===== src/hdl/pokey_reg_pkg.sv =====
// pokey register map
package pokey_reg_pkg;

    typedef logic [3:0] reg_addr_t;  // cpu register address, a3..a0
    typedef logic [7:0] reg_byte_t;  // data bus byte

    // read side
    localparam reg_addr_t ADDR_POT0   = 4'd0;  // pot0..pot7 sit at 0..7
    localparam reg_addr_t ADDR_ALLPOT = 4'd8;  // one bit per pot still counting
    localparam reg_addr_t ADDR_KBCODE = 4'd9;  // last debounced key code
    localparam reg_addr_t ADDR_SKSTAT = 4'd15; // serial / keyboard status

    // write side
    localparam reg_addr_t ADDR_POTGO  = 4'd11; // write only, data ignored

    // skstat layout, active low flags
    localparam int SKSTAT_KEY_BIT = 2;         // low while a key is held

    // bus value for addresses with nothing behind them
    localparam reg_byte_t OPEN_BUS = 8'hff;

endpackage


===== src/hdl/pokey_io_pkg.sv =====
// keyboard and paddle value types
package pokey_io_pkg;

    // keyboard
    typedef logic [5:0] key_code_t;   // scan position, also the latched key code

    // paddles
    typedef logic [7:0] pot_value_t;  // line count captured per pot
    typedef logic [7:0] pot_lines_t;  // one bit per pot input

    // keyboard debounce FSM states
    typedef enum logic [1:0] {
        KEY_IDLE    = 2'd0,  // nothing pending
        KEY_SEEN    = 2'd1,  // candidate seen once, waiting for next pass
        KEY_HELD    = 2'd2,  // confirmed, kbcode latched
        KEY_UP_SEEN = 2'd3   // held key read up once
    } key_state_t;

endpackage


===== src/hdl/scan_timer.sv =====
// key scan and paddle line timer
`timescale 1ns/10ps

module scan_timer #(
    parameter int LINE_CYCLES = 114,  // o2 clocks per paddle line
    parameter int POT_LINES   = 228   // lines per paddle scan
) (
    input  logic                   o2,
    input  logic                   rst,
    input  logic                   potgo,        // start or restart paddle scan
    output pokey_io_pkg::key_code_t  key_code,   // current matrix scan position
    output logic                   pass_end,     // last code of a pass
    output pokey_io_pkg::pot_value_t pot_count,  // current paddle line
    output logic                   scan_active,
    output logic                   scan_done     // end of scan strobe
);

    localparam int PW = $clog2(LINE_CYCLES + 1);

    logic [PW-1:0] prescale;  // clocks into the current line
    logic          line_tick;
    logic          last_line;

    // keyboard scan counter, free running, wraps 63 -> 0
    always_ff @(posedge o2) begin
        if (rst) begin
            key_code <= '0;
        end else begin
            key_code <= key_code + 1'b1;
        end
    end

    assign pass_end = (key_code == '1);

    // prescaler runs 0..LINE_CYCLES on the first line and 1..LINE_CYCLES after,
    // so line 0 lasts one extra clock and lines line up with the pot_dump fall
    assign line_tick = scan_active && (prescale == PW'(LINE_CYCLES));
    assign last_line = (pot_count == pokey_io_pkg::pot_value_t'(POT_LINES - 1));
    assign scan_done = line_tick && last_line && !potgo;  // restart wins

    always_ff @(posedge o2) begin
        if (rst) begin
            prescale    <= '0;
            pot_count   <= '0;
            scan_active <= 1'b0;
        end else if (potgo) begin
            prescale    <= '0;    // new scan from line 0
            pot_count   <= '0;
            scan_active <= 1'b1;
        end else if (scan_active) begin
            if (line_tick) begin
                prescale  <= PW'(1);
                pot_count <= pot_count + 1'b1;    // holds POT_LINES after the end
                if (last_line)
                    scan_active <= 1'b0;          // same edge that raises pot_dump
            end else begin
                prescale <= prescale + 1'b1;
            end
        end
    end

endmodule


===== src/hdl/key_debounce_fsm.sv =====
// keyboard debounce FSM
`timescale 1ns/10ps

module key_debounce_fsm (
    input  logic                    o2,
    input  logic                    rst,
    input  pokey_io_pkg::key_code_t key_code,  // scan position this cycle
    input  logic                    pass_end,  // key_code is 63
    input  logic                    kr1_n,     // matrix return, low = key down
    output pokey_io_pkg::key_code_t kbcode,    // debounced code
    output logic                    key_held,
    output logic                    key_irq    // one clock on accept
);

    pokey_io_pkg::key_state_t state;
    pokey_io_pkg::key_code_t  cand;       // code of the first sighting
    logic                     pass_mark;  // one pass_end passed while in KEY_SEEN
    logic                     key_down;
    logic                     at_cand;
    logic                     at_kbcode;

    assign key_down  = !kr1_n;
    assign at_cand   = (key_code == cand);
    assign at_kbcode = (key_code == kbcode);

    // held flag covers the whole release debounce too
    assign key_held = (state == pokey_io_pkg::KEY_HELD) ||
                      (state == pokey_io_pkg::KEY_UP_SEEN);

    // candidate code, only loaded on a first sighting
    always_ff @(posedge o2) begin
        if (state == pokey_io_pkg::KEY_IDLE && key_down)
            cand <= key_code;
    end

    always_ff @(posedge o2) begin
        if (rst) begin
            state     <= pokey_io_pkg::KEY_IDLE;
            pass_mark <= 1'b0;
            kbcode    <= '0;
            key_irq   <= 1'b0;
        end else begin
            key_irq <= 1'b0;  // default, pulses below
            case (state)
                pokey_io_pkg::KEY_IDLE: begin
                    if (key_down) begin
                        state     <= pokey_io_pkg::KEY_SEEN;
                        pass_mark <= 1'b0;
                    end
                end
                pokey_io_pkg::KEY_SEEN: begin
                    if (at_cand) begin
                        if (key_down) begin
                            state   <= pokey_io_pkg::KEY_HELD;  // second sighting, accept
                            kbcode  <= cand;
                            key_irq <= 1'b1;
                        end else begin
                            state <= pokey_io_pkg::KEY_IDLE;    // bounce, drop it
                        end
                    end else if (pass_end) begin
                        // a whole pass without the candidate drops it
                        if (pass_mark)
                            state <= pokey_io_pkg::KEY_IDLE;
                        pass_mark <= 1'b1;
                    end
                end
                pokey_io_pkg::KEY_HELD: begin
                    if (at_kbcode && !key_down)
                        state <= pokey_io_pkg::KEY_UP_SEEN;  // first up pass
                end
                pokey_io_pkg::KEY_UP_SEEN: begin
                    if (at_kbcode)
                        state <= key_down ? pokey_io_pkg::KEY_HELD  // still bouncing
                                          : pokey_io_pkg::KEY_IDLE; // released, kbcode kept
                end
                default: state <= pokey_io_pkg::KEY_IDLE;
            endcase
        end
    end

endmodule


===== src/hdl/pot_capture.sv =====
// paddle capture latches
`timescale 1ns/10ps

module pot_capture #(
    parameter int POT_LINES = 228  // value of a pot that never rose
) (
    input  logic                     o2,
    input  logic                     rst,
    input  logic                     potgo,
    input  logic                     scan_active,
    input  logic                     scan_done,
    input  pokey_io_pkg::pot_value_t pot_count,
    input  pokey_io_pkg::pot_lines_t pot_scan,   // comparator outputs, async
    output pokey_io_pkg::pot_value_t pot0,
    output pokey_io_pkg::pot_value_t pot1,
    output pokey_io_pkg::pot_value_t pot2,
    output pokey_io_pkg::pot_value_t pot3,
    output pokey_io_pkg::pot_value_t pot4,
    output pokey_io_pkg::pot_value_t pot5,
    output pokey_io_pkg::pot_value_t pot6,
    output pokey_io_pkg::pot_value_t pot7,
    output pokey_io_pkg::pot_lines_t allpot,     // 1 = pot still counting
    output logic                     pot_dump    // high shorts the caps
);

    pokey_io_pkg::pot_lines_t pot_scan_q;
    pokey_io_pkg::pot_value_t pot_q [8];

    assign pot0 = pot_q[0];
    assign pot1 = pot_q[1];
    assign pot2 = pot_q[2];
    assign pot3 = pot_q[3];
    assign pot4 = pot_q[4];
    assign pot5 = pot_q[5];
    assign pot6 = pot_q[6];
    assign pot7 = pot_q[7];

    always_ff @(posedge o2) begin
        if (rst) begin
            pot_scan_q <= '0;
            allpot     <= '0;
            pot_dump   <= 1'b1;  // caps held empty
            for (int i = 0; i < 8; i++)
                pot_q[i] <= '0;
        end else begin
            pot_scan_q <= pot_dump ? '0 : pot_scan;  // dumped caps read low
            if (potgo) begin
                pot_dump <= 1'b1;   // dump again, release follows next clock
                allpot   <= '0;
                for (int i = 0; i < 8; i++)
                    pot_q[i] <= '0;
            end else if (scan_active && pot_dump) begin
                pot_dump <= 1'b0;   // release, line 0 starts
                allpot   <= '1;
            end else if (scan_active) begin
                for (int i = 0; i < 8; i++) begin
                    // first registered rise wins, end of scan fills the rest
                    if (allpot[i] && (pot_scan_q[i] || scan_done)) begin
                        pot_q[i]  <= pot_scan_q[i] ? pot_count
                                                   : pokey_io_pkg::pot_value_t'(POT_LINES);
                        allpot[i] <= 1'b0;
                    end
                end
                if (scan_done)
                    pot_dump <= 1'b1;  // scan over
            end
        end
    end

endmodule


===== src/hdl/io_regs.sv =====
// cpu register port
`timescale 1ns/10ps

module io_regs (
    input  pokey_reg_pkg::reg_addr_t addr,
    input  logic                     wr,        // one clock write strobe
    input  pokey_reg_pkg::reg_byte_t wr_data,   // potgo is data-less, not decoded
    input  pokey_io_pkg::pot_value_t pot0,
    input  pokey_io_pkg::pot_value_t pot1,
    input  pokey_io_pkg::pot_value_t pot2,
    input  pokey_io_pkg::pot_value_t pot3,
    input  pokey_io_pkg::pot_value_t pot4,
    input  pokey_io_pkg::pot_value_t pot5,
    input  pokey_io_pkg::pot_value_t pot6,
    input  pokey_io_pkg::pot_value_t pot7,
    input  pokey_io_pkg::pot_lines_t allpot,
    input  pokey_io_pkg::key_code_t  kbcode,
    input  logic                     key_held,
    output pokey_reg_pkg::reg_byte_t data_out,  // combinational on addr
    output logic                     potgo
);

    // write decode, any value written to POTGO starts a scan
    assign potgo = wr && (addr == pokey_reg_pkg::ADDR_POTGO);

    // read mux
    always_comb begin
        data_out = pokey_reg_pkg::OPEN_BUS;
        case (addr)
            pokey_reg_pkg::ADDR_POT0:         data_out = pot0;
            pokey_reg_pkg::ADDR_POT0 + 4'd1:  data_out = pot1;
            pokey_reg_pkg::ADDR_POT0 + 4'd2:  data_out = pot2;
            pokey_reg_pkg::ADDR_POT0 + 4'd3:  data_out = pot3;
            pokey_reg_pkg::ADDR_POT0 + 4'd4:  data_out = pot4;
            pokey_reg_pkg::ADDR_POT0 + 4'd5:  data_out = pot5;
            pokey_reg_pkg::ADDR_POT0 + 4'd6:  data_out = pot6;
            pokey_reg_pkg::ADDR_POT0 + 4'd7:  data_out = pot7;
            pokey_reg_pkg::ADDR_ALLPOT:       data_out = allpot;
            pokey_reg_pkg::ADDR_KBCODE:       data_out = pokey_reg_pkg::reg_byte_t'(kbcode);
            pokey_reg_pkg::ADDR_SKSTAT: begin
                data_out = '1;  // serial flags not built, idle high
                data_out[pokey_reg_pkg::SKSTAT_KEY_BIT] = !key_held;  // active low
            end
            default: ;  // open bus
        endcase
    end

endmodule


===== src/hdl/pokey_io_top.sv =====
// pokey keyboard and paddle block
`timescale 1ns/10ps

module pokey_io_top #(
    parameter int LINE_CYCLES = 114,  // ntsc line time in o2 clocks
    parameter int POT_LINES   = 228
) (
    input  logic                     o2,
    input  logic                     rst,
    input  pokey_reg_pkg::reg_addr_t addr,
    input  logic                     wr,
    input  pokey_reg_pkg::reg_byte_t wr_data,
    input  logic                     kr1_n,
    input  pokey_io_pkg::pot_lines_t pot_scan,
    output pokey_reg_pkg::reg_byte_t data_out,
    output pokey_io_pkg::key_code_t  key_scan,  // to the matrix decoder
    output logic                     key_irq,
    output logic                     pot_dump
);

    logic                     potgo;
    logic                     pass_end;
    logic                     scan_active;
    logic                     scan_done;
    logic                     key_held;
    pokey_io_pkg::pot_value_t pot_count;
    pokey_io_pkg::key_code_t  kbcode;
    pokey_io_pkg::pot_lines_t allpot;
    pokey_io_pkg::pot_value_t pot0, pot1, pot2, pot3;
    pokey_io_pkg::pot_value_t pot4, pot5, pot6, pot7;

    // timing for both halves
    scan_timer #(.LINE_CYCLES(LINE_CYCLES), .POT_LINES(POT_LINES)) u_timer (
        .o2(o2), .rst(rst), .potgo(potgo),
        .key_code(key_scan), .pass_end(pass_end),   // scan code goes straight out
        .pot_count(pot_count), .scan_active(scan_active), .scan_done(scan_done)
    );

    key_debounce_fsm u_key (
        .o2(o2), .rst(rst), .key_code(key_scan), .pass_end(pass_end), .kr1_n(kr1_n),
        .kbcode(kbcode), .key_held(key_held), .key_irq(key_irq)
    );

    pot_capture #(.POT_LINES(POT_LINES)) u_pot (
        .o2(o2), .rst(rst), .potgo(potgo), .scan_active(scan_active),
        .scan_done(scan_done), .pot_count(pot_count), .pot_scan(pot_scan),
        .pot0(pot0), .pot1(pot1), .pot2(pot2), .pot3(pot3),
        .pot4(pot4), .pot5(pot5), .pot6(pot6), .pot7(pot7),
        .allpot(allpot), .pot_dump(pot_dump)
    );

    io_regs u_regs (
        .addr(addr), .wr(wr), .wr_data(wr_data),
        .pot0(pot0), .pot1(pot1), .pot2(pot2), .pot3(pot3),
        .pot4(pot4), .pot5(pot5), .pot6(pot6), .pot7(pot7),
        .allpot(allpot), .kbcode(kbcode), .key_held(key_held),
        .data_out(data_out), .potgo(potgo)
    );

endmodule


===== config.mk =====
export PLATFORM = sky130hd
export DESIGN_NAME = pokey_io_top
export DESIGN_NICKNAME = d
export VERILOG_FILES = /design/src/hdl/pokey_reg_pkg.sv /design/src/hdl/pokey_io_pkg.sv /design/src/hdl/scan_timer.sv /design/src/hdl/key_debounce_fsm.sv /design/src/hdl/pot_capture.sv /design/src/hdl/io_regs.sv /design/src/hdl/pokey_io_top.sv
export SDC_FILE = /design/constraint.sdc
export NUM_CORES = 1
export LEC_CHECK = 0
export BUFFER_PORTS_ARGS = -buffer_cell sky130_fd_sc_hd__buf_4
export CORE_MARGIN = 3
export CORE_UTILIZATION = 59
export DETAILED_ROUTE_END_ITERATION = 10
export PLACE_DENSITY_LB_ADDON = 0.05
export SYNTH_ARGS = -nofsm -noshare
export SYNTH_HDL_FRONTEND = slang
export SYNTH_SLANG_ARGS = --single-unit

===== constraint.sdc =====
create_clock -name o2 -period 2.6 [get_ports o2]
set_input_delay 0.13 -clock o2 [delete_from_list [all_inputs] [get_ports o2]]
set_output_delay 0.13 -clock o2 [all_outputs]
set_load 0.01 [all_outputs]

==> impl_metrics.ini <==
[run_status]
status = complete, no violations

[cts]
cts-buffers-inserted = 17
cts_htree_levels = 4
cts_buffer_depth = 2
cts_setup_buffers = 0
clockRootBuffer = clkbuf_8
cts.sinks = 119
cts_tree = yes
clkSlewWorstSetupHoldPaths_ns = 0.06
worstSkewPairLatency_ns = 0.51

[layout]
num_antenna_cells = 0
nets = 657
layout_common_cells = 75 x nand2_1, 74 x nor2_1, 62 x edfxtp_1
syn_to_final_growth_pct = 19.2
drive_gt1_share_pct = 18.5
final_common_cell = nand2_1

[sta]
skew_ns = 0.00911
hold_ws_ns = 0.226
setup-tns-final_ns = 0
hold_viol = 0
setup_violations = 0
post-route-period-util_pct = 87.7
maxSlewHeadroom_pct = 29.3
rsz0062_at_grt = no
slew_violations = 0
tightest_slew_ns = 1.05
layout_min_cycle_time_ns = 2.28
clock.fmax_ghz = 0.438

[detailed_routing]
vias = 4713
vias_per_cell = 6.11
dr.first_iter.drc_count = 575
ant_nets = 0
wl_per_cell_um = 19.3
firstDrtPassIters = 6
route.detailed.drc = 0
wirelength_mm = 14.9

[critical_path]
cp.depth = 7
reg2reg_to = u_pot.pot_q[2][4]
rrSetupSlack_ns = 0.32
cpMostUsedCell = buf_4
crit_required_ns = 2.82
critPathTopFamily = buffers and inverters
timing.critical_path.buf_inv = 2
crit_slowest_cell = dfxtp_1
startpoint_type = flop
path_cells = ha_1 > nand3b_1 > nor4_2 > buf_4 > a21oi_1 > o21ai_0 > buf_4
cp-startpoint = u_timer.pot_count[0]
crit_end = u_pot.pot_q[2][4]
r2r-start = u_timer.pot_count[0]
reg2regPathDepth = 7
critPathArrivalTime_ns = 2.50
crit_type = reg -> reg
path_max_fanout = 12
cpPeakStageDelay_ns = 0.43
critical_path.endpoint_type = flop

[die]
coreArea_um2 = 9370
die_x_um = 105
rows = 35
ios = 40
die_h_um = 105
dieArea_um2 = 11000
start_util_pct = 61.3

[power]
leakage_uw = 0.00245
irDropWorstVdd_mv = 0.497
power_uw = 4660
p_per_area_nw_per_um2 = 680

[placed_design]
gp_congestion = 0.891
port-buffer-count = 31
hpwlAfterDp_mm = 9.99

[synthesis]
netlist.area_leader.share_pct = 32.4
ys_ff_latch = 119
yosys_warnings = 0
yosysUniqueCellTypes = 63
synth.net_count = 602
netlist_top_cells_area = edfxtp_1 32%, dfxtp_1 20%, a21oi_1 5.0%
syn_area_per_cell_um2 = 10.0
syn_area_um2 = 5750
postSynthCellCount = 574
synth_ff_type = edfxtp_1
synth-seq-area-share_pct = 52.2
synthArstFlopShare_pct = 0
synth_edf_count = 62
yosysTopAreaCell = edfxtp_1

[global_route]
met1_usage_pct = 37.6
grt_pass1_wl_mm = 24.3
met2_usage_pct = 45.2
grt_pass1_vias = 4599
use_met3_pct = 6.18
grt_usage_pct = 28.3
overflow = 0
top_usage_layer = met2
grt_start_max_net_pins = 41
antenna_found_initial = 0

[flow_run]
maxCapViolCount = 0

[hold_path]
hp-class = in -> reg
==> flip-flops by register name, indices dropped and copies added, names as in the netlist <==
name / count
u_pot.pot_dump: 1
u_key.key_irq: 1
u_pot.pot_q: 64
u_key.pass_mark: 1
u_timer.prescale: 7
u_key.kbcode: 6
u_timer.pot_count: 8
u_key.cand: 6
u_pot.pot_scan_q: 8
u_key.state: 2
u_timer.scan_active: 1
u_pot.allpot: 8
u_timer.key_code: 6
==> Yosys cell counts, drive strengths merged, types with 3 or more instances <==
master and n:
a22o 5, dfxtp 57, clkbuf 13, a32oi 3
nor2b 8, nand2 75, a21o 3, nand4 7
o21a 3, edfxtp 62, a221oi 5, nor4 3
a21oi 62, nor3 7, a31oi 5, nand3 9
and3 4, o21ai 34, xnor2 11, nand2b 9
a22oi 6, ha 4, mux2i 14, inv 7
and2 12, o221a 4, buf 19, nor2 74
or3 3, mux2 7, xor2 16
==> metal layers <==
layer  up-vias  routed length [µm]
met5         -                   0
met1      2210                6060
met3        53                1360
li1       2167                   -
met2       283                6940
met4         0                 550
==> report_power, final <==
part           switching, µW  internal [µW]
sequential              36.7           2030
clock                    840           1440
combinational            181            130
==> worst register-to-register path: cells and delay by family, from the launching register on <==
family                     cells  cell delay [ns]
and+or+nand+nor                2             0.41
buffers and inverters          2             0.47
adders and majority gates      1             0.25
DFF                            1             0.43
AOI/OAI and AO/OA              2             0.41
==> cell type report <==
cell class                      count  area, µm²
Clock buffer                       21        460
Clock inverter                     11        120
Fill cell                         711       2520
Inverter                            7       26.3
Multi-Input combinational cell    416       2550
Sequential cell                   119       3000
Tap cell                          129        161
Timing Repair Buffer               68        536
==> worst min path at each step <==
stage,startpoint,to,slack (ns),cells after the start
final,wr,u_timer.scan_active,0.23,5
after floorplan,pot_scan[0],u_pot.pot_scan_q[0],0.25,1
after detailed placement,pot_scan[1],u_pot.pot_scan_q[1],0.34,2
after global placement,pot_scan[0],u_pot.pot_scan_q[0],0.33,2
after global routing,wr,u_timer.scan_active,0.27,5
after CTS,wr,u_timer.scan_active,0.22,5
==> stage by stage <==
step	setup WS, ns	cells	cell area, µm²	util [%]
after detailed placement	0.419	729	6170	65.9
final	0.319	771	6850	73.1
after floorplan	0.261	574	5750	-
after global placement	0.440	729	6170	65.9
after CTS	0.328	771	6850	73.1
after global routing	0.209	771	6850	73.1
==> cell families after synthesis <==
kind of cell,Yosys count,synth area share [%]
compound gates,145,15.8
xor+xnor,27,4.11
fa+ha+maj,4,0.871
buf+inv,39,3.44
flops,119,52.2
mux,21,3.87
simple gates,219,19.7
==> what timing repair did <==
item | 4_1_cts | 5_1_grt
hold buffers | 10 | 0
hold endpoints to repair | 24 | 0
resized for setup | 0 | 0
Power figures use the tool's default switching activity.
